--- src/hdl/game_fsm.sv ---
`timescale 1ns/100ps

module game_fsm (
	input  logic        CLOCK_50,
	input  logic        game_reset,
	input  logic        start,
	input  logic        fill_done,
	input  logic [10:0] pills_left,
	output logic        fill,
	output logic        play,
	output logic        won
);

	typedef enum logic [1:0] {
		st_fill,
		st_ready,
		st_play,
		st_won
	} state_t;

	state_t state;
	state_t next;

	always_comb begin
		next = state;
		case (state)
			st_fill: begin
				if (fill_done) begin
					next = st_ready;
				end
			end
			st_ready: begin
				if (start) begin
					next = st_play;
				end
			end
			// last pill gone
			st_play: begin
				if (pills_left == '0) begin
					next = st_won;
				end
			end
			default: next = st_won;
		endcase
	end

	always_ff @(posedge CLOCK_50) begin
		if (game_reset) begin
			state <= st_fill;
		end else begin
			state <= next;
		end
	end

	assign fill = (state == st_fill);
	assign play = (state == st_play);
	assign won = (state == st_won);

	play_won_excl: assert property (@(posedge CLOCK_50) !(play && won));

endmodule

--- config.mk ---
export PLATFORM = sky130hd
export DESIGN_NAME = game_fsm
export DESIGN_NICKNAME = d
export VERILOG_FILES = /design/src/hdl/game_fsm.sv
export SDC_FILE = /design/constraint.sdc
export NUM_CORES = 1
export LEC_CHECK = 0
export BUFFER_PORTS_ARGS = -buffer_cell sky130_fd_sc_hd__buf_2
export CAP_MARGIN = 20
export CORE_AREA = 2 2 39 41
export DETAILED_ROUTE_END_ITERATION = 8
export DIE_AREA = 0 0 41 43
export PLACE_DENSITY_LB_ADDON = 0.1
export SLEW_MARGIN = 20
export SYNTH_ARGS = -nofsm -noshare
export SYNTH_HDL_FRONTEND = slang
export SYNTH_SLANG_ARGS = --single-unit
--- constraint.sdc ---
create_clock -name CLOCK_50 -period 2.1 [get_ports CLOCK_50]
set_input_delay 0.105 -clock CLOCK_50 [delete_from_list [all_inputs] [get_ports CLOCK_50]]
set_output_delay 0.105 -clock CLOCK_50 [all_outputs]
set_load 0.02 [all_outputs]
==> results.tsv <==
metric	value	unit
status	finished, final reports clean	
drt-initial-drc-count	0	
syn_nets	31	
min_period	1.020	ns
clock_path_buffers	2	
die_area	1763	um^2
port_buffers	17	
drv_cap	0	
synth_area_per_cell	7.820	um^2
largest_reg_flops	2	
num_antenna_cells	0	
ant_nets	0	
die_w	41	um
fin_skew	0.0005872	ns
setup_violations	0	
yosysTopAreaCell	dfxtp_1	
p_sw_share	25.07	%
period_share	48.55	%
hold_buffers	0	
gp_congestion	0.5780	
synth.top_cell.area_share	32.00	%
grt_pass1_wl	703	um
detail_route.first_pass.iterations	1	
synth.distinct_cells	11	
cts_resized	0	
drive_above_1_share	58.33	%
yosys_most_used_dff	dfxtp_1	
regMostFlops	state	
cts_sinks	2	
critical_path_buf_inv_count	1	
rsz0062_at_grt	no	
synth_commonest_cells	3 x nor2_1, 2 x dfxtp_1, 2 x nor2b_1, 2 x o21ai_0	
crit_fanout	7	
pwr-share-comb	20.2	%
post_dp_cell_area	230.2	um^2
leakagePower	0.1217	nW
power.density	645.8	nW/um^2
via_per_inst	3.731	
postRouteWirelength	423	um
seq_area_frac_synth	32.00	%
drc	0	
overflow	0	
grt_use_total	7.021	%
rows	14	
cts_made_buffers	3	
required	2.00	ns
antenna_found_initial	0	
ys_ff_latch	2	
num-fill-cells	163	
crit_arrival	0.91	ns
dp_hpwl	358.5	um
wl_per_cell	8.135	um
drv_slew	0	
p_int	0.1223	mW
pwr-share-clk	51.8	%
yosysWarnings	0	
coreArea	1384	um^2
cp_top_family	flip-flops	
power.switching	0.04093	mW
cp_slowest_cell	dfxtp_1	
die_h	43	um
hold_violations	0	
cp_cell_sequence	nor2b_1 -> buf_2	
grt_max_degree	8	
netlist_area	125.1	um^2
start_kind	register	
syn_inst	16	
cts_tree	built	
p_seq_share	27.9	%
top_regs	state (2)	
ys_async_sr_fraction	0	%
cts_root_buf	clkbuf_4	
design_area	252.7	um^2
clkTransAtPathRegs	0.03	ns
hp-class	input pin to register	
yosys.cell_count.top_type	nor2_1	
synth_edf_count	0	
layout.nets	53	
slew_headroom	82.12	%
clk_latency	0.22	ns
clock.fmax	0.9808	GHz
grt_pass1_vias	210	
syn_to_final_growth	102.0	%
post_cts_buffers	0	
initial_utilization	9.042	%
vdd_drop_max	161.1	uV
num_vias	194	
max_stage_delay	0.39	ns
crit_type	register to output pin	
synthTopCellsByArea	dfxtp_1 32%, nor4b_2 12%, nor2b_1 10%	
htreeDepth	1	
setup_tns	0	ns
worst_pin_slew	0.2657	ns
ios	18	
critPathCaptureType	output pin	
-- per-layer routing --
layer	up-vias	track usage [%]	wire (um)
li1	100	-	-
met1	80	4.808	152
met5	-	0	0
met4	0	12.00	0
met2	14	9.688	204
met3	0	3.141	67
-- worst paths after layout --
check,slack [ns],end,from,cells after the start
max,1.08,play,state[1]$_SDFFE_PP0P_,2
min reg2reg,0.57,state[1]$_SDFFE_PP0P_,state[1]$_SDFFE_PP0P_,2
max reg2reg,1.22,state[0]$_SDFFE_PP0P_,state[1]$_SDFFE_PP0P_,3
min,0.07,state[1]$_SDFFE_PP0P_,game_reset,2
-- layout by cell type (no fill, tap or decap), drive strengths merged --
| cell | netlist | routed |
|---|---|---|
| buf | 0 | 17 |
| nor2 | 3 | 3 |
| clkbuf | 0 | 3 |
| nor2b | 2 | 2 |
| o21ai | 2 | 2 |
| dfxtp | 2 | 2 |
| and2 | 1 | 1 |
| a21oi | 1 | 1 |
| nand3b | 1 | 1 |
| nor4b | 1 | 1 |
| nor4 | 1 | 1 |
| nor3 | 1 | 1 |
| nand4 | 1 | 1 |
-- cells by family after synthesis --
kind of cell     count (synthesis)  synth area share, %
flip-flops                       2                32.00
AO/OA/AOI/OAI                    3                12.00
AND/OR/NAND/NOR                 11                56.00
-- power by group through the flow --
| stage | clock network, mW | logic [mW] | registers [mW] |
|---|---|---|---|
| after global routing | 0.0899 | 0.0369 | 0.0468 |
| after global placement | 0 | 0.0335 | 0.0462 |
| final | 0.0846 | 0.0330 | 0.0456 |
| after CTS | 0.0907 | 0.0338 | 0.0458 |
| after floorplan | 0 | 0.0147 | 0.0453 |
| after detailed placement | 0 | 0.0335 | 0.0463 |
-- per-stage QoR --
step	instances	setup slack (ns)	utilization, %	power [mW]	hold slack [ns]
6_report	52	1.080	18.26	0.1632	0.07240
3_3_place_gp	49	1.250	16.64	0.07968	0.3130
4_1_cts	52	1.054	18.26	0.1703	0.06793
3_5_place_dp	49	1.199	16.64	0.07977	0.3088
5_1_grt	52	0.9864	18.26	0.1736	0.08094
2_1_floorplan	16	1.273	-	0.05994	0.1774
-- area by class of cell --
type / count / area [um^2] / area share (%)
Timing Repair Buffer: 17 / 85.08 / 33.66
Sequential cell: 2 / 40.04 / 15.84
Multi-Input combinational cell: 14 / 85.08 / 33.66
Tap cell: 16 / 20.02 / 7.921
Clock buffer: 3 / 22.52 / 8.911
(Power assumes the default switching activity.)
