## src/include/pacman_params.svh

```systemverilog
`ifndef PACMAN_PARAMS_SVH
`define PACMAN_PARAMS_SVH

// maze geometry in tiles
`define MAZE_COLS 40
`define MAZE_ROWS 30

// one tile code, and one full row as the ram stores it
`define TILE_BITS 4
`define ROW_BITS 160

// pac-man start tile
`define START_X 20
`define START_Y 15

// interior of the start row minus the start tile
`define INIT_PILLS 37

// clock cycles between two moves, must stay at 8 or more
`define MOVE_TICKS 16

`endif

```

## src/hdl/move_timer.sv

```systemverilog
`timescale 1ns/100ps
`include "pacman_params.svh"

module move_timer #(
	parameter int TICKS = `MOVE_TICKS
) (
	input  logic CLOCK_50,
	input  logic game_reset,
	input  logic play,
	output logic step
);

	localparam int CW = $clog2(TICKS + 1);

	logic [CW-1:0] count;

	always_ff @(posedge CLOCK_50) begin
		if (game_reset || !play) begin
			count <= CW'(TICKS - 1);
			step <= 1'b0;
		end else if (count == '0) begin
			count <= CW'(TICKS - 1);
			step <= 1'b1;
		end else begin
			count <= count - 1'b1;
			step <= 1'b0;
		end
	end

	// a move takes 6 cycles from step to done, the next step must come later
	ticks_min: assert property (@(posedge CLOCK_50) TICKS >= 8);

endmodule

```

## config.mk

```make
export PLATFORM = sky130hd
export DESIGN_NAME = move_timer
export DESIGN_NICKNAME = d
export VERILOG_FILES = /design/src/hdl/move_timer.sv
export VERILOG_INCLUDE_DIRS = /design/src /design/src/include
export SDC_FILE = /design/constraint.sdc
export NUM_CORES = 1
export LEC_CHECK = 0
export BUFFER_PORTS_ARGS = -buffer_cell sky130_fd_sc_hd__buf_2
export CAP_MARGIN = 10
export CORE_AREA = 2 2 39 41
export DETAILED_ROUTE_END_ITERATION = 8
export DIE_AREA = 0 0 41 43
export PLACE_DENSITY = 0.36
export SYNTH_ARGS = -nofsm -noshare
export SYNTH_HDL_FRONTEND = slang
export SYNTH_SLANG_ARGS = --single-unit
```

## constraint.sdc

```tcl
create_clock -name CLOCK_50 -period 2 [get_ports CLOCK_50]
set_clock_uncertainty 0.2 [all_clocks]
set_input_delay 0 -clock CLOCK_50 [delete_from_list [all_inputs] [get_ports CLOCK_50]]
set_output_delay 0 -clock CLOCK_50 [all_outputs]
set_load 0.005 [all_outputs]
```

==> results.md <==
- Critical-path maximum fanout: 5
- Kind of critical path: reg2reg
- Pin count of the biggest net entering global routing: 6
- All-Layer GR Usage: 6.83%
- Initial Util: 17.5%
- Worst R2R End: count[4]$_SDFF_PP0_
- Fin crit period: 1650 ps
- Worst setup SP type: flop
- Number of global-route vias before repair: 171
- Final-layout worst hold slack: 191 ps
- Routability cong.: 0.601
- Relative slew slack: 85.2%
- Die area: 1760 µm²
- First-pass GRT wire length: 655 µm
- Placed cell count: 42
- Via/cell ratio: 3.62
- R2R depth: 5
- Grt ovf: 0
- PD cells: 752 nW/µm²
- Achievable frequency: 0.604 GHz
- Drt drc: 0
- NumNets Final: 38
- Clock-pin slew on the worst setup and hold paths: 40 ps
- CP required: 1930 ps
- Final Hold Vio Count: 0
- CP endpoint: count[4]$_SDFF_PP0_
- # hold bufs at CTS: 2
- Mapped Avg Cell Area: 10.6 µm²
- Total negative slack: 0 ps
- RSZ-0062 raised after global routing: no
- # port buffers: 3
- Worst reg-to-reg setup slack: 350 ps
- Synthesized area: 243 µm²
- Final slew viol count: 0
- Layout Cells excl Fill: 47
- YS warnings: 0
- Commonest non-fill, non-tap cell in the layout: dfxtp_1
- Ant diodes: 0
- Setup violators final: 0
- Synth cell types: 11
- Max Cap Violations: 0
- Drt wl/cell: 7.96 µm
- Die width: 41 µm
- Seq cells post-synth: 6
- Syn Nets: 28
- CTS sink count: 6
- Final Cycle Share: 82.7%
- Core area: 1380 µm²
- Gate count of the mapped netlist: 23
- DRT iter0 DRCs: 2
- H-tree depth: 1
- CP Data Arrival Time: 1590 ps
- P&R area growth vs syn: 32.0%
- Worst vdd ir: 0.000299 V
- DRT Pass-1 Iters: 2
- Max clock buf depth: 2
- DRT Wirelength: 374 µm
- Setup Buffers After CTS: 0
- Sequential element share of the synthesized area: 49.5%
- Layout cells sized above 1: 22.6%
- Slew @ Worst Pin: 221 ps
- Worst r2r src: count[0]$_SDFF_PP1_
- Critical path startpoint: count[0]$_SDFF_PP1_
- Via count: 170
- CTS tree: built
- I/O pins: 4
- Hold Path Class: reg2reg
- Die Y: 43 µm
- Site Rows: 14
- Clk_lat worst skew: 240 ps
- Lkg Pwr: 0.149 nW
- Critical path endpoint category: flop
- Initial antenna violation count: 0
- CTS resizes: 0
- Outcome: finished clean
- Post-DRT Antenna Nets: 0
- Num CTS Buffers: 3
- Most frequent cells in the layout: 6 x dfxtp_1, 4 x nand2_1, 3 x clkbuf_4, 3 x buf_2
- CTS Root Cell: clkbuf_4
## metal layers
metal	share of wire (%)	routed length, µm	vias to the layer above	track usage (%)
met5	0	0	-	0
met4	0	0	0	8.00
met3	6.1	23	0	7.85
met2	47	174	2	6.56
met1	47	176	76	6.45
li1	-	-	92	-
## critical path, stage by stage, from the launching register on
cell and delay, ps:
dfxtp_1 310, inv_1 80, ha_1 140, or4b_1 450
and3b_4 230, and2_1 130
## stage by stage
stage | utilization [%] | instance area, µm² | total power [mW] | setup slack, ps
2_1_floorplan | - | 243 | 0.131 | 415
3_3_place_gp | 20.1 | 278 | 0.134 | 351
3_5_place_dp | 20.1 | 278 | 0.135 | 351
4_1_cts | 23.1 | 320 | 0.250 | 338
5_1_grt | 23.1 | 320 | 0.264 | 268
6_report | 23.1 | 320 | 0.241 | 345
## where the power goes
part / switching (mW) / internal, mW / total (mW)
Clock: 0.0380 / 0.0675 / 0.105
Combinational: 0.00474 / 0.00747 / 0.0122
Sequential: 0.00123 / 0.122 / 0.123
## how the worst min path moves through the flow
stage                   startpoint             endpoint  slack, ps  cells past startpoint
2_1_floorplan           game_reset      step$_SDFF_PP0_       -120                      1
3_3_place_gp            game_reset      step$_SDFF_PP0_        -30                      2
3_5_place_dp            game_reset      step$_SDFF_PP0_        -20                      2
4_1_cts        count[0]$_SDFF_PP1_  count[0]$_SDFF_PP1_        190                      1
5_1_grt        count[0]$_SDFF_PP1_  count[0]$_SDFF_PP1_        220                      1
6_report       count[0]$_SDFF_PP1_  count[0]$_SDFF_PP1_        190                      1
## logic make-up (layout without fill, tap and decap cells)
group,after synthesis,count (layout),synth area share [%]
xor gates and xnor gates,3,3,10.8
and+or+nand+nor,10,10,26.3
adders and majority gates,2,2,10.3
buffers and inverters,2,10,3.09
DFF,6,6,49.5
## final cells by class
type / instances / area, µm²
multi-input cells: 15 / 115
fillers: 150 / 1060
flip-flops and latches: 6 / 120
well taps: 16 / 20.0
clock buffers: 3 / 22.5
repair buffers: 5 / 35.0
inverters: 2 / 7.51
## flip-flops by register name, indices dropped and copies added (netlist names)
register	flops
count	5
step	1
## Yosys cell counts (all sizes together)
master / count / area (µm²)
inv: 2 / 7.51
or4b: 1 / 10.0
ha: 2 / 25.0
xnor2: 2 / 17.5
xor2: 1 / 8.76
nor3: 1 / 5.00
dfxtp: 6 / 120
and3b: 1 / 12.5
nand2: 4 / 15.0
nor3b: 2 / 15.0
and2: 1 / 6.26
Power figures use the tool's default switching activity.
