## config.mk

```make
export PLATFORM = sky130hd
export DESIGN_NAME = pacman_mover
export DESIGN_NICKNAME = d
export VERILOG_FILES = /design/src/hdl/pacman_pkg.sv /design/src/hdl/pacman_mover.sv
export VERILOG_INCLUDE_DIRS = /design/src /design/src/include
export SDC_FILE = /design/constraint.sdc
export NUM_CORES = 1
export LEC_CHECK = 0
export BUFFER_PORTS_ARGS = -buffer_cell sky130_fd_sc_hd__buf_2
export CAP_MARGIN = 20
export CELL_PAD_IN_SITES_DETAIL_PLACEMENT = 0
export CELL_PAD_IN_SITES_GLOBAL_PLACEMENT = 1
export CORE_MARGIN = 8
export CORE_UTILIZATION = 30
export CTS_CLUSTER_SIZE = 12
export DETAILED_ROUTE_END_ITERATION = 8
export PLACE_DENSITY = 0.63
export SYNTH_ARGS = -nofsm -noshare
export SYNTH_HDL_FRONTEND = slang
export SYNTH_SLANG_ARGS = --single-unit
```

## constraint.sdc

```tcl
create_clock -name CLOCK_50 -period 2.15 [get_ports CLOCK_50]
set_clock_uncertainty 0.2 [all_clocks]
set_input_delay 0.645 -clock CLOCK_50 [delete_from_list [all_inputs] [get_ports CLOCK_50]]
set_output_delay 0.645 -clock CLOCK_50 [all_outputs]
set_load 0.1 [all_outputs]
```

## src/include/pacman_params.svh

```systemverilog
`ifndef PACMAN_PARAMS_SVH
`define PACMAN_PARAMS_SVH

// maze geometry in tiles
`define MAZE_COLS 40
`define MAZE_ROWS 30

// one tile code, and one full row as the ram stores it
`define TILE_BITS 4
`define ROW_BITS 160

// pac-man start tile
`define START_X 20
`define START_Y 15

// interior of the start row minus the start tile
`define INIT_PILLS 37

// clock cycles between two moves, must stay at 8 or more
`define MOVE_TICKS 16

`endif

```

## src/hdl/pacman_pkg.sv

```systemverilog
`include "pacman_params.svh"

package pacman_pkg;

	// tile codes as held in the maze ram
	typedef enum logic [`TILE_BITS-1:0] {
		empty,
		wall,
		pill,
		pacman
	} tile_t;

	// tile position, x is the column and y the row
	typedef struct packed {
		logic [5:0] x;
		logic [4:0] y;
	} coord_t;

	// one maze row, either the raw ram word or its tiles
	// ascending range puts column 0 in the top bits (left-right flip)
	typedef union packed {
		logic [`ROW_BITS-1:0] raw;
		tile_t [0:`MAZE_COLS-1] tiles;
	} maze_row_u;

	// one move from the current tile to a neighbour
	typedef struct packed {
		coord_t cur;
		coord_t tgt;
	} move_req_t;

	// one-hot direction
	typedef struct packed {
		logic up;
		logic down;
		logic left;
		logic right;
	} dir_t;

endpackage

```

## src/hdl/pacman_mover.sv

```systemverilog
`timescale 1ns/100ps
`include "pacman_params.svh"

module pacman_mover (
	input  logic                  CLOCK_50,
	input  logic                  game_reset,
	input  pacman_pkg::dir_t      dir,
	input  logic                  step,
	output logic                  req_valid,
	output pacman_pkg::move_req_t req,
	input  logic                  done,
	input  logic                  moved,
	output pacman_pkg::coord_t    pac_pos
);

	pacman_pkg::coord_t target;
	logic any_dir;

	assign any_dir = (dir != '0);

	// neighbour tile, border walls keep it in range
	always_comb begin
		target = pac_pos;
		if (dir.up) begin
			target.y = pac_pos.y - 5'd1;
		end else if (dir.down) begin
			target.y = pac_pos.y + 5'd1;
		end else if (dir.left) begin
			target.x = pac_pos.x - 6'd1;
		end else if (dir.right) begin
			target.x = pac_pos.x + 6'd1;
		end
	end

	always_ff @(posedge CLOCK_50) begin
		if (step) begin
			req <= '{cur: pac_pos, tgt: target};
		end
	end

	always_ff @(posedge CLOCK_50) begin
		if (game_reset) begin
			req_valid <= 1'b0;
			pac_pos <= '{x: 6'(`START_X), y: 5'(`START_Y)};
		end else begin
			req_valid <= step && any_dir;
			if (done && moved) begin
				pac_pos <= req.tgt;
			end
		end
	end

	// position must not drift while the writer works on a move
	pos_stable: assert property (@(posedge CLOCK_50) disable iff (game_reset)
		(done && moved) |-> (req.cur == pac_pos));

endmodule

```

==> run metrics <==
critical path startpoint category=register; die width=86.21 µm; largest net degree at the start of global routing=24; Starting Density=31.11%; WL per Instance=13.91 µm; top-count cell post-synth=nand2_1; clk sinks=34; Port Buf Inserts=42; Vias/cell=4.457; routability cong.=roughly 0.78; IO Count=43; Hold Path Class=reg -> reg; RSZ-0062 raised after global routing=no; Vias=1,092; Rows=25; crit path time final=between 2 and 2.5 ns; total gr overflow=0; n_diodes=0; syn nets=139; Fin. Hold Viols=0; Layout area overhead=27.41%; die footprint=around 0.0074 mm²; # H-tree levels=2; top cell type's share of synthesized area=between 40% and 50%; crit path DAT=approximately 1.2 ns; max-slew violation count=0; Tcrit/Tclk final=95.57%; post-synthesis average cell area=11.74 µm²; CTS tree=done; clock network power share=between 20% and 30%; Synth cell types=32; Overall Power=1.642 mW; Syn Inst Count=around 130; Gate power share=26.5%; area occupied by multi-input gates=between 500 and 600 µm²; non-filler cells, final=245; first-pass GRT wire length=between 5000 and 6000 µm; fillers=487; Slew HR=roughly 64%; layout cells sized above 1=38.76%; maximum clock path buffer count=2; Setup Fix Bufs, Post-CTS=0; P_leak=0.7566 nW; hold buffer count at cts=0; Die H=86.21 µm; mapped cell area=0.001479 mm²; post-synth top area cell=edfxtp_1; Clock transition at path regs=0.07 ns; initial antenna violation count=0; vias in the first global route=1,049; post_cts resized=0; share of flip-flops with an asynchronous set or reset=0%; total CTS buffers=5; Max-Cap Viols=0; FF+latch area=908.4 µm²; flops & latches, synth=34; sequential share of power=between 40 and 50%; Skew-Pair Late Insertion Delay=about 0.27 ns; r2r setup slk=0.46 ns; P_sw=0.6017 mW; critical path's slowest cell=buf_2; sw frac=36.64%; WP buf/inv=1; Post-synth top cells=27 x nand2_1, 22 x edfxtp_1, 12 x dfxtp_1, 8 x a21oi_1, 7 x xnor2_1; placed insts=237; drt drc=0; Seq/Total Area, Yosys=60.91%; setup violators final=0; fmax=between 0.4 and 0.5 GHz; Post-DRT Antenna Nets=0; Ys Warns=0; pwr dens=871.4 mW/mm²; main flop type after synthesis=edfxtp_1; Int Power=roughly 1.0 mW; 1st-pass router iterations=4; Routed Wire Length=3409 µm; worst slew pin tran=0.5360 ns; floorplan core area=0.004755 mm²; peak supply drop=0.2271 mV; Area contributors post-synth=edfxtp_1 45%, dfxtp_1 16%, nand2_1 6.9%; Total GRT Usage=9.431%; status=complete, no violations; Post-synth EDFFs=22; slowest cell delay on critical path=0.48 ns; crit-path cells=buf_2; worst endpoint required time=1.30 ns; nets=190; Iteration-0 DRC Markers=52; Setup crit end kind=primary output; crit-path leading delay family=buffers and inverters; maximum fanout along the worst path=6; root buf cell=clkbuf_8; class of the most critical setup path=reg -> out
-- area by class of cell --
class | instances | share of cell area [%]
inverters | 4 | 0.7968
multi-input cells | 83 | 28.29
flip-flops and latches | 34 | 48.21
clock inverters | 2 | 0.4648
repair buffers | 49 | 13.94
clock buffers | 6 | 3.851
well taps | 67 | 4.449
-- layer usage --
metal / routed length (µm) / vias to the layer above / global-route usage, %
met3: 194 / 6 / 3.119
met4: 65 / 0 / 4.695
li1: - / 553 / -
met1: 1580 / 507 / 10.98
met5: 0 / - / 0
met2: 1568 / 26 / 15.19
-- kinds of logic after synthesis --
kind of cell | Yosys count | share of synthesized area, %
AND/OR/NAND/NOR | 50 | 17.94
flip-flops | 34 | 60.91
AO/OA/AOI/OAI | 20 | 9.392
XOR/XNOR | 9 | 5.330
buffers and inverters | 9 | 3.045
adder cells (fa/ha/maj) | 4 | 3.384
-- metrics by stage --
| step | TNS [ns] | hold WS (ns) | instance area [µm²] | setup WS [ns] | util (%) |
|---|---|---|---|---|---|
| 5_1_grt | 0 | 0.3150 | 1884 | 0.03480 | 39.63 |
| 6_report | 0 | 0.2838 | 1884 | 0.09525 | 39.63 |
| 4_1_cts | 0 | 0.2903 | 1884 | 0.07931 | 39.63 |
| 3_3_place_gp | -0.02832 | 0.2725 | 1803 | -0.01687 | 37.92 |
| 2_1_floorplan | 0 | 0.5110 | 1486 | 0.04367 | - |
| 3_5_place_dp | -0.04075 | 0.2724 | 1803 | -0.03030 | 37.92 |
-- cells in the final DEF, fill, tap and decap left out, types with 2 or more instances in the layout --
cell type / Yosys / layout
a21oi_1: 8 / 8
a41oi_1: 2 / 2
and2b_2: 2 / 2
buf_2: 0 / 42
buf_4: 1 / 7
clkbuf_8: 0 / 5
dfxtp_1: 12 / 6
dfxtp_2: 0 / 6
edfxtp_1: 22 / 22
ha_1: 4 / 4
inv_1: 4 / 4
nand2_1: 27 / 27
nand3b_1: 6 / 6
nor2_1: 3 / 3
nor3b_1: 2 / 2
nor4_1: 2 / 2
o21ai_0: 4 / 4
xnor2_1: 7 / 7
xor2_1: 2 / 2
-- power by group through the flow --
| stage | logic (mW) | registers (mW) | clock network (mW) |
|---|---|---|---|
| after floorplan | 0.0726 | 1.07 | 0 |
| after global placement | 0.436 | 0.787 | 0 |
| after detailed placement | 0.440 | 0.788 | 0 |
| after CTS | 0.440 | 0.773 | 0.448 |
| after global routing | 0.454 | 0.780 | 0.474 |
| final | 0.436 | 0.773 | 0.433 |
-- sequential cells by signal, summed over array words and instances, names as in the netlist --
name,flops
req,22
pac_pos,11
req_valid,1
-- worst paths after layout --
check,endpoint,depth (start not counted),start
worst max-delay path,pac_pos[3],1,pac_pos[3]
worst min-delay path,pac_pos[0],2,req[0]
worst max register to register,req[9],6,pac_pos[6]
worst min register to register,pac_pos[0],2,req[0]
Note: power is estimated with default switching activity, not from simulation.
