==> config.mk <==
export PLATFORM = sky130hd
export DESIGN_NAME = key_filter
export DESIGN_NICKNAME = d
export VERILOG_FILES = /design/src/hdl/pacman_pkg.sv /design/src/hdl/key_filter.sv
export VERILOG_INCLUDE_DIRS = /design/src /design/src/include
export SDC_FILE = /design/constraint.sdc
export NUM_CORES = 1
export LEC_CHECK = 0
export BUFFER_PORTS_ARGS = -buffer_cell sky130_fd_sc_hd__buf_2
export CORE_AREA = 5 5 42 44
export DETAILED_ROUTE_END_ITERATION = 10
export DIE_AREA = 0 0 47 49
export PLACE_DENSITY_LB_ADDON = 0.15
export SETUP_SLACK_MARGIN = 0.15
export SLEW_MARGIN = 20
export SYNTH_ARGS = -nofsm -noshare
export SYNTH_HDL_FRONTEND = slang
export SYNTH_SLANG_ARGS = --single-unit
export TNS_END_PERCENT = 20
==> constraint.sdc <==
create_clock -name CLOCK_50 -period 1.55 [get_ports CLOCK_50]
set_input_delay 0.0775 -clock CLOCK_50 [delete_from_list [all_inputs] [get_ports CLOCK_50]]
set_output_delay 0.0775 -clock CLOCK_50 [all_outputs]
set_load 0.02 [all_outputs]
==> src/include/pacman_params.svh <==
`ifndef PACMAN_PARAMS_SVH
`define PACMAN_PARAMS_SVH

// maze geometry in tiles
`define MAZE_COLS 40
`define MAZE_ROWS 30

// one tile code, and one full row as the ram stores it
`define TILE_BITS 4
`define ROW_BITS 160

// pac-man start tile
`define START_X 20
`define START_Y 15

// interior of the start row minus the start tile
`define INIT_PILLS 37

// clock cycles between two moves, must stay at 8 or more
`define MOVE_TICKS 16

`endif

==> src/hdl/pacman_pkg.sv <==
`include "pacman_params.svh"

package pacman_pkg;

	// tile codes as held in the maze ram
	typedef enum logic [`TILE_BITS-1:0] {
		empty,
		wall,
		pill,
		pacman
	} tile_t;

	// tile position, x is the column and y the row
	typedef struct packed {
		logic [5:0] x;
		logic [4:0] y;
	} coord_t;

	// one maze row, either the raw ram word or its tiles
	// ascending range puts column 0 in the top bits (left-right flip)
	typedef union packed {
		logic [`ROW_BITS-1:0] raw;
		tile_t [0:`MAZE_COLS-1] tiles;
	} maze_row_u;

	// one move from the current tile to a neighbour
	typedef struct packed {
		coord_t cur;
		coord_t tgt;
	} move_req_t;

	// one-hot direction
	typedef struct packed {
		logic up;
		logic down;
		logic left;
		logic right;
	} dir_t;

endpackage

==> src/hdl/key_filter.sv <==
`timescale 1ns/100ps

module key_filter (
	input  logic             CLOCK_50,
	input  logic             game_reset,
	input  logic [3:0]       key,
	output pacman_pkg::dir_t dir
);

	// pressed-high after the inversion at the first flop
	logic [3:0] key_meta;
	logic [3:0] key_sync;
	logic [3:0] key_prev;
	logic [3:0] key_rise;

	assign key_rise = key_sync & ~key_prev;

	always_ff @(posedge CLOCK_50) begin
		if (game_reset) begin
			key_meta <= '0;
			key_sync <= '0;
			key_prev <= '0;
			dir <= '0;
		end else begin
			key_meta <= ~key;
			key_sync <= key_meta;
			key_prev <= key_sync;
			// new press wins, priority up, down, left, right
			if (key_rise[3]) begin
				dir <= '{up: 1'b1, down: 1'b0, left: 1'b0, right: 1'b0};
			end else if (key_rise[2]) begin
				dir <= '{up: 1'b0, down: 1'b1, left: 1'b0, right: 1'b0};
			end else if (key_rise[1]) begin
				dir <= '{up: 1'b0, down: 1'b0, left: 1'b1, right: 1'b0};
			end else if (key_rise[0]) begin
				dir <= '{up: 1'b0, down: 1'b0, left: 1'b0, right: 1'b1};
			end
			// otherwise keep the last direction so pac-man keeps going
		end
	end

endmodule

==> impl_metrics.yaml <==
global_routing:
  grt_overflow: 0
  grt_pass1_vias: 346
  global_route.usage.total_pct: 8.44
  first_pass_grt_wire_length_mm: 1.46
  grt_max_degree: 16
  grt_antenna_before_repair: 0
worst_setup_path:
  cp-end-kind: "output port"
  crit_chain: "buf_2"
  slowest_stage: "dfxtp_1"
  reg2reg_depth: 3
  cp.arrival_ns: 0.78
  crit_type: "flop to output port"
  worstReg2RegEnd: "dir[0]$_SDFFE_PP0P_"
  worst_path_largest_cell_delay_ns: 0.34
  critPathMaxFanout: 2
  worst_ep_required_time_ns: 1.47
  critPathBufInv: 1
  regToRegStartpoint: "key_sync[2]$_SDFF_PP0_"
  critical-path-top-delay-family: "flip-flops"
  setup.reg_to_reg.worst_slack_ns: 0.71
  startpoint_type: "flop"
routing:
  viasPerCell: 4.37
  via_count: 328
  drt_pre_antenna_iters: 3
  antenna_left: 0
  drc_markers: 0
  routed_wire_length_per_instance_um: 9.57
  routed_wire_length_um: 718
  number_of_drc_markers_after_the_initial_detailed_route_iteration: 2
sta:
  setup_total_negative_slack_ns: 0
  finalHoldViolations: 0
  timing.final.crit_share_pct: 55.6
  rsz0062_at_grt: "false"
  finalMaxSlewViolations: 0
  fin_worst_skew_ns: 0.00239
  timing.final.setup_violations: 0
  slew_headroom_pct: 81.2
  worst_slew_pin_slew_ns: 0.281
  achievable-frequency_mhz: 1160
  period_needed_ns: 0.862
synthesis:
  gate_count_after_technology_mapping: 43
  synth_seq_area_share_pct: 62.0
  synth.top_cells.by_area: "dfxtp_1 (62%), nor2b_1 (8.5%), nand2b_4 (5.3%)"
  synth-edff-count: 0
  number_of_warnings_issued_by_yosys: 0
  syn-mean-instance-area_um2: 12.0
  ys_dominant_reg_cell: "dfxtp_1"
  synth.distinct_cells: 15
  synth_area_um2: 517
  asyncSetResetFlopFracSynth_pct: 0
  syn-num-nets: 49
  post_synth_most_frequent_cells: "dfxtp_1 (16), nor2b_1 (7), nor2_1 (5)"
  largest_area_contributor_in_the_netlist: "dfxtp_1"
  synthMostInstantiatedCell: "dfxtp_1"
  synth_top_area_share_pct: 62.0
  ys_seq_elements: 16
clock_network:
  clock_latency_ns: 0.28
  cts_hold_repair.buffers: 4
  tritoncts.num_buffers: 3
  numClockSinks: 16
  tritoncts_clock_tree: "built"
  htreeDepth: 1
  cts_buffer_depth: 2
  clk_pin_slew_ns: 0.09
  cts.repair.resized: 0
  cts.repair_timing.setup_buffer_count: 0
  cts_root_buffer: "clkbuf_4"
pwr:
  seqPwrFrac_pct: 57.5
  switching_share_pct: 20.5
  power_frac_comb_pct: 7.3
  cell_internal_power_uw: 601
  static-leakage-power_uw: 0.000274
  p_clk_share_pct: 35.2
  power.density_nw_per_um2: 1170
  power.switching_uw: 155
  vdd_drop_max_uv: 474
min_path:
  hold_end: "key_meta[1]$_SDFF_PP0_"
  worst_hold_startpoint: "game_reset"
  worstHoldPathType: "input port to flop"
  hold_path_depth: 2
final_layout:
  multi_input_comb_area_um2: 185
  n_antenna_cell: 0
  nNetsFinal: 66
  seq_area_um2: 320
  final_cell_area_um2: 647
  layout_area_growth_over_synthesis_pct: 25.2
  n_fill_cell: 144
  fraction_of_final_layout_cells_with_drive_strength_greater_than_1_pct: 33.9
die:
  chip_height_um: 49
  fp.coreArea_um2: 1400
  row_count: 14
  initial_utilization_pct: 36.9
  top_level_ports: 10
  horizontal_die_dimension_um: 47
  die-area_um2: 2300
place:
  dpl.hpwl_um: 487
  placed_cell_area_um2: 571
  routabilityCongestion: 0.718
  placement.io_buffers: 9
run_status:
  run_status: "complete, no violations"
flow_run:
  max-cap-violations: 0
-- metrics by stage --
stage               hold slack (ns)  cells  power (µW)  utilization, %  setup slack, ns
global placement              0.231     67         492            40.7            0.723
CTS                           0.120     75         770            46.2            0.664
floorplan                     0.144     43         478               -            0.777
finish                        0.131     75         756            46.2            0.688
global route                  0.149     75         797            46.2            0.611
detailed placement            0.232     67         493            40.7            0.721
-- placed cells by master (no fill, tap or decap) --
cell	synthesis	layout
dfxtp_1	16	16
buf_2	0	9
nor2b_1	7	7
nor2_1	5	5
dlygate4sd3_1	0	4
clkbuf_4	0	3
nand2b_4	2	2
nor2b_2	2	2
nand2b_1	2	2
nor2b_4	1	1
a31oi_1	1	1
nor3_1	1	1
nand2_1	1	1
nor3_2	1	1
a21boi_2	1	1
and3_1	1	1
a41oi_1	1	1
clkbuf_8	0	1
-- power groups by stage --
stage	registers, µW	clock network, µW	logic, µW
global route	437	296	63.6
detailed placement	444	0	48.5
global placement	444	0	47.9
floorplan	449	0	29.2
finish	435	266	55.4
CTS	435	279	56.0
-- flip-flops by register name, summed over array words and instances, names as in the netlist --
signal    count
dir           4
key_meta      4
key_prev      4
key_sync      4
-- logic make-up after synthesis --
group | synth area share, %
simple gates | 30.8
flops | 62.0
compound gates | 5.09
buf+inv | 2.18
-- cell type report --
cell class / count / share of cell area [%]
Sequential cell: 16 / 49.5
Multi-Input combinational cell: 26 / 28.6
Timing Repair Buffer: 13 / 13.2
Clock buffer: 4 / 5.61
Tap cell: 16 / 3.09
-- per-layer routing --
layer / GRT usage, % / share of wire, % / vias to the layer above
li1: - / - / 171
met1: 11.9 / 47 / 148
met2: 11.3 / 43 / 9
met3: 2.58 / 9.3 / 0
met4: 4.15 / 0 / 0
met5: 0 / 0 / -
-- how the worst max path moves through the flow --
stage | startpoint | depth (start not counted) | slack (ns) | end
final | dir[2]$_SDFFE_PP0P_ | 1 | 0.69 | dir[2]
after global routing | key_sync[2]$_SDFF_PP0_ | 3 | 0.61 | dir[0]$_SDFFE_PP0P_
after CTS | dir[2]$_SDFFE_PP0P_ | 1 | 0.66 | dir[2]
after global placement | key_sync[2]$_SDFF_PP0_ | 3 | 0.72 | dir[0]$_SDFFE_PP0P_
after detailed placement | key_sync[2]$_SDFF_PP0_ | 3 | 0.72 | dir[0]$_SDFFE_PP0P_
after floorplan | dir[0]$_SDFFE_PP0P_ | 2 | 0.78 | dir[0]$_SDFFE_PP0P_
(Power assumes the default switching activity.)
