==> config.mk <==
export PLATFORM = sky130hd
export DESIGN_NAME = maze_writer
export DESIGN_NICKNAME = d
export VERILOG_FILES = /design/src/hdl/pacman_pkg.sv /design/src/hdl/maze_writer.sv
export VERILOG_INCLUDE_DIRS = /design/src /design/src/include
export SDC_FILE = /design/constraint.sdc
export NUM_CORES = 1
export LEC_CHECK = 0
export ABC_AREA = 1
export BUFFER_PORTS_ARGS = -buffer_cell sky130_fd_sc_hd__buf_2
export CORE_AREA = 4 4 140 142
export DETAILED_ROUTE_END_ITERATION = 10
export DIE_AREA = 0 0 144 146
export GPL_TIMING_DRIVEN = 0
export SYNTH_ARGS = -nofsm -noshare
export SYNTH_HDL_FRONTEND = slang
export SYNTH_SLANG_ARGS = --single-unit
==> constraint.sdc <==
create_clock -name CLOCK_50 -period 3.4 [get_ports CLOCK_50]
set_clock_uncertainty 0.15 [all_clocks]
set_input_delay 0.17 -clock CLOCK_50 [delete_from_list [all_inputs] [get_ports CLOCK_50]]
set_output_delay 0.17 -clock CLOCK_50 [all_outputs]
set_load 0.03 [all_outputs]
==> src/include/pacman_params.svh <==
`ifndef PACMAN_PARAMS_SVH
`define PACMAN_PARAMS_SVH

// maze geometry in tiles
`define MAZE_COLS 40
`define MAZE_ROWS 30

// one tile code, and one full row as the ram stores it
`define TILE_BITS 4
`define ROW_BITS 160

// pac-man start tile
`define START_X 20
`define START_Y 15

// interior of the start row minus the start tile
`define INIT_PILLS 37

// clock cycles between two moves, must stay at 8 or more
`define MOVE_TICKS 16

`endif

==> src/hdl/pacman_pkg.sv <==
`include "pacman_params.svh"

package pacman_pkg;

	// tile codes as held in the maze ram
	typedef enum logic [`TILE_BITS-1:0] {
		empty,
		wall,
		pill,
		pacman
	} tile_t;

	// tile position, x is the column and y the row
	typedef struct packed {
		logic [5:0] x;
		logic [4:0] y;
	} coord_t;

	// one maze row, either the raw ram word or its tiles
	// ascending range puts column 0 in the top bits (left-right flip)
	typedef union packed {
		logic [`ROW_BITS-1:0] raw;
		tile_t [0:`MAZE_COLS-1] tiles;
	} maze_row_u;

	// one move from the current tile to a neighbour
	typedef struct packed {
		coord_t cur;
		coord_t tgt;
	} move_req_t;

	// one-hot direction
	typedef struct packed {
		logic up;
		logic down;
		logic left;
		logic right;
	} dir_t;

endpackage

==> src/hdl/maze_writer.sv <==
`timescale 1ns/100ps
`include "pacman_params.svh"

module maze_writer (
	input  logic                  CLOCK_50,
	input  logic                  game_reset,
	input  logic                  fill,
	output logic                  fill_done,
	input  logic                  req_valid,
	input  pacman_pkg::move_req_t req,
	output logic                  done,
	output logic                  moved,
	output logic [10:0]           pills_left,
	output logic [4:0]            ram_addr,
	output pacman_pkg::maze_row_u ram_wdata,
	output logic                  ram_wren,
	input  pacman_pkg::maze_row_u ram_q
);

	typedef enum logic [2:0] {
		s_idle,
		s_check,
		s_rd_cur,
		s_wr_cur,
		s_finish
	} state_t;

	state_t state;
	pacman_pkg::move_req_t cur_req;
	logic [4:0] fill_row;
	logic filled;
	logic ate_pill;
	pacman_pkg::tile_t tgt_tile;

	// fresh maze: border walls, pill corridor on the start row, pac-man on his tile
	function automatic pacman_pkg::maze_row_u fill_row_word(input logic [4:0] r);
		pacman_pkg::maze_row_u w;
		for (int c = 0; c < `MAZE_COLS; c++) begin
			if (r == 5'd0 || r == 5'(`MAZE_ROWS - 1) || c == 0 || c == `MAZE_COLS - 1) begin
				w.tiles[c] = pacman_pkg::wall;
			end else if (r == 5'(`START_Y) && c == `START_X) begin
				w.tiles[c] = pacman_pkg::pacman;
			end else if (r == 5'(`START_Y)) begin
				w.tiles[c] = pacman_pkg::pill;
			end else begin
				w.tiles[c] = pacman_pkg::empty;
			end
		end
		return w;
	endfunction

	// target row is on ram_q while in s_check
	assign tgt_tile = ram_q.tiles[cur_req.tgt.x];

	always_comb begin
		ram_addr = cur_req.tgt.y;
		ram_wdata = ram_q;
		ram_wren = 1'b0;
		if (fill && !filled) begin
			ram_addr = fill_row;
			ram_wdata = fill_row_word(fill_row);
			ram_wren = 1'b1;
		end else begin
			case (state)
				// start the target row read as the request arrives
				s_idle: ram_addr = req.tgt.y;
				s_check: begin
					ram_wdata.tiles[cur_req.tgt.x] = pacman_pkg::pacman;
					ram_wren = (tgt_tile != pacman_pkg::wall);
				end
				s_rd_cur: ram_addr = cur_req.cur.y;
				s_wr_cur: begin
					ram_addr = cur_req.cur.y;
					ram_wdata.tiles[cur_req.cur.x] = pacman_pkg::empty;
					ram_wren = 1'b1;
				end
				default: ram_wren = 1'b0;
			endcase
		end
	end

	always_ff @(posedge CLOCK_50) begin
		if (state == s_idle && req_valid) begin
			cur_req <= req;
		end
	end

	always_ff @(posedge CLOCK_50) begin
		if (game_reset) begin
			state <= s_idle;
			fill_row <= '0;
			filled <= 1'b0;
			fill_done <= 1'b0;
			done <= 1'b0;
			moved <= 1'b0;
			ate_pill <= 1'b0;
			pills_left <= '0;
		end else begin
			fill_done <= 1'b0;
			done <= 1'b0;
			moved <= 1'b0;
			if (fill && !filled) begin
				fill_row <= fill_row + 5'd1;
				pills_left <= 11'(`INIT_PILLS);
				if (fill_row == 5'(`MAZE_ROWS - 1)) begin
					filled <= 1'b1;
					fill_done <= 1'b1;
				end
			end
			case (state)
				s_idle: begin
					if (req_valid) begin
						state <= s_check;
					end
				end
				s_check: begin
					ate_pill <= (tgt_tile == pacman_pkg::pill);
					if (tgt_tile == pacman_pkg::wall) begin
						// blocked, report back at once
						done <= 1'b1;
						state <= s_idle;
					end else begin
						state <= s_rd_cur;
					end
				end
				s_rd_cur: state <= s_wr_cur;
				s_wr_cur: state <= s_finish;
				default: begin
					done <= 1'b1;
					moved <= 1'b1;
					if (ate_pill) begin
						pills_left <= pills_left - 11'd1;
					end
					state <= s_idle;
				end
			endcase
		end
	end

	// the move timer period keeps requests apart
	req_when_idle: assert property (@(posedge CLOCK_50) disable iff (game_reset)
		req_valid |-> (state == s_idle && filled));

endmodule

==> results.toml, run 1 <==
[clocking]
clockBufferDepth = 2
cts_root_buf = "clkbuf_16"
clk_latency_ns = 0.28
cts_tree = "done"
clock-sinks = 46
cts_made_buffers = 5
cts_setup_buffers = 0
clk_pin_slew_worst_paths_ns = 0.06
cts_resized = 0
htree_levels = 2

[global_route]
grt_pass1_wl_mm = 48.1
gr-total-overflow = 0
grt_pass1_vias = 8113
grt_antenna_before_repair = 1
grtUsageTotal_pct = 30.0
grt_start_max_net_pins = 14

[detailed_routing]
vias_per_cell = 5.26
wirelength_mm = 33.7
ant_nets = 0
first_iter_violations = 662
wl_per_cell_um = 20.5
via_count = 8626
drc = 0
first_pass_iters = 5

[synth]
syn-cell-area_sq_mm = 0.00560
synth_compound_area_share_pct = 19.6
synthXorXnorAreaFrac_pct = 0
synthFlopType = "dfxtp_1"
synthSimpleGateAreaFrac_pct = 48.9
yosys_warnings = 0
synthArstFlopShare_pct = 0
synthAdderAreaFrac_pct = 1.12
avgSynthCellArea_sq_um = 5.56
synth_top_family_by_area = "simple AND/OR/NAND/NOR gates"
synthMuxAreaShare_pct = 0
synth_edf_count = 22
seq_area_frac_synth_pct = 20.4
synth.lib_cells_used.distinct = 39
syn_inst = 1007
ys_seq_elements = 46
synth_nets = 1198

[worst_setup_path]
cp.required_ns = 3.08
worstSetupStartpointType = "flip-flop"
path_max_fanout = 10
end_kind = "output pin"
crit_type = "flip-flop to output pin"
crit_arrival_ns = 2.92

[floorplan]
dieWidth_um = 144
initial_core_util_pct = 30.4
core-area_sq_mm = 0.0185
ioPinCount = 366
dieArea_sq_mm = 0.0210
placementRows = 50
die_h_um = 146

[sta]
setup_viol = 0
final-hold-violation-count = 0
worst_pin_slew_ns = 0.936
rsz0062_at_grt = "false"
max_clock_freq_mhz = 309
period_needed_ns = 3.24
setup_ws_ns = 0.160
finalSetupTns_ns = 0
timing.slew.headroom_pct = 37.3
slew_viol_final = 0
post-route-period-util_pct = 95.3

[job]
cap_violations = 0

[cells_and_area]
regArea_sq_mm = 0.00114
multi_input_area_sq_mm = 0.00390
area_growth_pct = 45.0
design_area_sq_mm = 0.00812
fill_cells = 2105
fin_util_pct = 44.0
nNetsFinal = 1594
layout-drive-gt1-share_pct = 29.6

[hold_path]
min_path_type = "input port to flip-flop"

[placed_design]
detailed_place.area_sq_mm = 0.00774
place.port_buffers = 365
dpl.hpwl_mm = 27.3
routabilityCongestion = 0.958
dp_slack_ns = 0.505

[power_and_ir_drop]
p_leak_nw = 4.25
p_per_area_mw_per_mm2 = 309
ir_drop_v = 0.000303

[status]
outcome = "finished, final reports clean"
==> flip-flops by register name, summed over array words and instances (netlist names) <==
signal and count:
cur_req 22, pills_left 11, fill_row 5, state 3
ate_pill 1, done 1, fill_done 1, filled 1
moved 1
==> cells in the final DEF (no fill, tap or decap), types with 8 or more instances in the layout <==
cell	count
a21oi_1	19
buf_2	376
clkbuf_1	19
dfxtp_1	24
dlygate4sd3_1	23
edfxtp_1	22
inv_1	91
nand2_1	248
nand3_1	38
nand4_1	14
nor2_1	206
nor3_1	38
nor3b_1	54
o211ai_1	8
o21ai_0	146
==> kinds of logic (layout without fill, tap and decap cells) <==
family / after synthesis / count (layout)
and+or+nand+nor: 619 / 619
AOI/OAI and AO/OA: 202 / 202
buffers and inverters: 135 / 532
DFF: 46 / 46
adders and majority gates: 5 / 5
other: 0 / 2
==> cells in the mapped netlist (all sizes together) (2+ instances only) <==
cell	number	area (sq um)
a2111oi	2	17.5
a211oi	2	15.0
a21oi	19	95.1
a22oi	6	45.0
a31oi	2	12.5
buf	20	130
clkbuf	19	72.6
dfxtp	24	480
edfxtp	22	661
ha	5	62.6
inv	96	360
nand2	248	931
nand3	42	230
nand4	14	87.6
nor2	211	820
nor3	39	195
nor3b	54	405
o211ai	9	72.6
o21ai	149	746
o22ai	7	43.8
o311ai	2	17.5
or2	10	62.6
==> metrics by stage <==
stage | cells | total power, mW | hold slack [ns]
after floorplan | 1007 | 1.47 | 0.0980
final | 1640 | 2.51 | 0.0500
after CTS | 1638 | 2.51 | 0.0287
after detailed placement | 1607 | 2.00 | 0.198
after global placement | 1606 | 1.99 | 0.197
after global routing | 1639 | 2.65 | 0.0711
==> final cells by class <==
class | count | area share, %
diodes | 2 | 0.0616
repair buffers | 389 | 25.5
multi-input cells | 826 | 48.0
inverters | 96 | 4.44
clock buffers | 7 | 1.76
flip-flops and latches | 46 | 14.0
well taps | 234 | 3.60
plain buffers | 39 | 2.49
clock inverters | 1 | 0.0616
==> path summary, 6_finish.rpt <==
path	from	cells past startpoint	slack, ns	to
worst min-delay path	req_valid	3	0.05	state[0]
worst max register to register	cur_req[5]	12	0.72	state[1]
worst min register to register	filled	2	0.31	filled
worst max-delay path	cur_req[5]	13	0.16	ram_wren
==> where the power goes <==
part           leakage (nW)  internal (mW)  switching [mW]
Clock                0.0739          0.291           0.194
Combinational          3.77          0.409           0.959
Sequential            0.405          0.627          0.0323
Total                  4.25           1.33            1.18
==> critical path, cell delays in order (launching register included) <==
cell and delay (ns):
edfxtp_1 0.45, buf_6 0.19, buf_2 0.20, nand2_1 0.48, nor2_1 0.08, nor2_1 0.15, nand2_1 0.06, nor2_1 0.09
nand2_1 0.11, nand3_1 0.12, nand3_2 0.15, o21ai_1 0.22, nand3_1 0.11, buf_2 0.22
==> routing by layer <==
metal | track usage (%) | vias up | share of wire, %
li1 | - | 4129 | -
met1 | 37.1 | 3960 | 39
met2 | 50.8 | 462 | 47
met3 | 5.72 | 75 | 9.2
met4 | 12.0 | 0 | 4.5
met5 | 0 | - | 0
==> timing repair <==
item / CTS / global route
hold endpoints to repair: 25 / 0
hold buffers: 23 / 0
endpoints found under the setup margin: 0 / 0
(Power assumes the default switching activity.)
==> run 2, diff against run 1 <==
Settings changed: GPL_TIMING_DRIVEN 0 to unset.
==> run 2 against run 1 <==
Count of clock-buffer cells in the layout decreased by 1. Worst hold slack got worse by 0.026 ns. Global-route usage decreased by 0.98 points. Final cell count decreased by 1.5%. Utilization decreased by 0.48 points. Die area unchanged. Sequential share of layout area increased by 0.16 points. Largest power group unchanged.
==> results.toml, run 2 (synthesis results as in run 1) <==
[global_route]
grtUsageTotal_pct = 29.0
grt_busiest_layer = "met2"
grt_pass1_vias = 8107
use_met1_pct = 35.3
grt.met3_usage_pct = 6.18
gr-total-overflow = 0
grt_antenna_before_repair = 1
grt_start_max_net_pins = 46
grt_pass1_wl_mm = 47.0
met2_usage_pct = 49.5

[cells_and_area]
fill_cells = 2094
layout-drive-gt1-share_pct = 29.9
final_cell_count_no_fill = 1615
nNetsFinal = 1570
final_cell_mix = "buf_2 (365), nand2_1 (247), nor2_1 (206)"
top_regs = "cur_req x22, pills_left x11, fill_row x5"
mostFrequentLayoutCell = "buf_2"
largest_reg_flops = 22
largest_register = "cur_req"
area_growth_pct = 43.4

[sta]
slew_viol_final = 0
finalSetupTns_ns = 0
period_needed_ns = 3.23
rsz0062_at_grt = "false"
max_clock_freq_mhz = 310
setup_viol = 0
final-hold-violation-count = 0
worst_pin_slew_ns = 0.614
setup_ws_ns = 0.175
post-route-period-util_pct = 94.9
timing.slew.headroom_pct = 59.1
timing.hold.ws_ns = 0.0236

[detailed_routing]
wl_per_cell_um = 20.1
via_count = 8490
first_pass_iters = 5
first_iter_violations = 572
vias_per_cell = 5.26
ant_nets = 0
wirelength_mm = 32.4
drc = 0

[floorplan]
dieWidth_um = 144
core-area_sq_mm = 0.0185
placementRows = 50
initial_core_util_pct = 30.4
ioPinCount = 366
die_h_um = 146
dieArea_sq_mm = 0.0210

[power_and_ir_drop]
p_leak_nw = 4.20
p_total_mw = 2.47
p_per_area_mw_per_mm2 = 308
ir_drop_v = 0.000255

[worst_setup_path]
r2r_setup_slack_ns = 0.75
cpMaxStageDelayCell = "edfxtp_1"
crit_arrival_ns = 2.91
timing.rr.end = "ate_pill"
cpMostUsedCell = "nor2_1"
cp.required_ns = 3.08
crit_end = "ram_wdata[61]"
startpoint = "cur_req[6]"
path_cells = "inv_2 > nand2_1 > nor2_1 > inv_1 > nor2_1 > nor2_1 > o21ai_0 > buf_2"
r2r-start = "cur_req[6]"
path_max_fanout = 20
cp_top_family = "buffers and inverters"
crit_type = "flip-flop to output pin"
slowest_delay_ns = 0.59
worstSetupStartpointType = "flip-flop"
end_kind = "output pin"
critPathBufInv = 3
reg2reg_depth = 12
crit_cells = 8

[placed_design]
place.port_buffers = 365
dp_slack_ns = 0.552
routabilityCongestion = 0.958
dp_cells = 1584
dpl.hpwl_mm = 26.4

[hold_path]
min_path_type = "input port to flip-flop"

[clocking]
cts_made_buffers = 5
cts_resized = 0
clk_pin_slew_worst_paths_ns = 0.06
clockBufferDepth = 2
clock-sinks = 46
clk_latency_ns = 0.29
htree_levels = 2
cts_tree = "done"
cts_root_buf = "clkbuf_16"

[job]
cap_violations = 0

[status]
outcome = "finished, final reports clean"
## run 2: cell count changes in the layout (fill, tap and decap cells not counted)
cell / change
buf_1: -1
buf_12: +1
buf_2: -11
buf_4: +11
buf_6: -3
buf_8: -1
clkbuf_1: -19
clkbuf_2: -1
clkinv_1: +2
clkinv_2: -1
diode_2: -1
dlygate4sd3_1: -1
nand2_1: -1
nand2_2: +1
## run 2: per-stage QoR
step                utilization [%]  area (sq um)
floorplan                         -          5600
global placement               41.5          7670
detailed placement             41.5          7670
CTS                            43.5          8030
global route                   43.5          8040
finish                         43.5          8040
## run 2: where the power goes
group | internal (mW) | switching (mW)
clock network | 0.287 | 0.198
logic | 0.401 | 0.922
registers | 0.627 | 0.0366
total | 1.32 | 1.16
## run 2: tightest hold or removal path: stages
cell and delay, ns:
buf_2 0.10, inv_1 0.07, a211oi_1 0.07
## run 2: worst min-delay path by stage
stage	startpoint	end	slack (ns)	cells past startpoint
floorplan	game_reset	pills_left[5]	0.1	1
global placement	req[12]	cur_req[12]	0.20	1
detailed placement	req[12]	cur_req[12]	0.20	1
CTS	req_valid	state[0]	0.02	3
global route	req_valid	state[0]	0.03	3
finish	req_valid	state[0]	0.02	3
## run 2: final cells by class
type	count	area (sq um)	area share [%]
diodes	1	2.50	0.0311
clock buffers	6	139	1.73
clock inverters	2	7.51	0.0934
inverters	96	360	4.48
multi-input cells	826	3910	48.6
flip-flops and latches	46	1140	14.2
well taps	234	293	3.64
repair buffers	404	2190	27.2
## run 2: repair_timing
item / CTS / global route
hold endpoints to repair: 22 / 0
hold buffers: 22 / 0
buffers inserted: 0 / 0
## run 2: metal layers
metal	part of all wire (%)	vias to the layer above
li1	-	4076
met1	39	3860
met2	47	465
met3	9.0	89
met4	4.7	0
met5	0	-
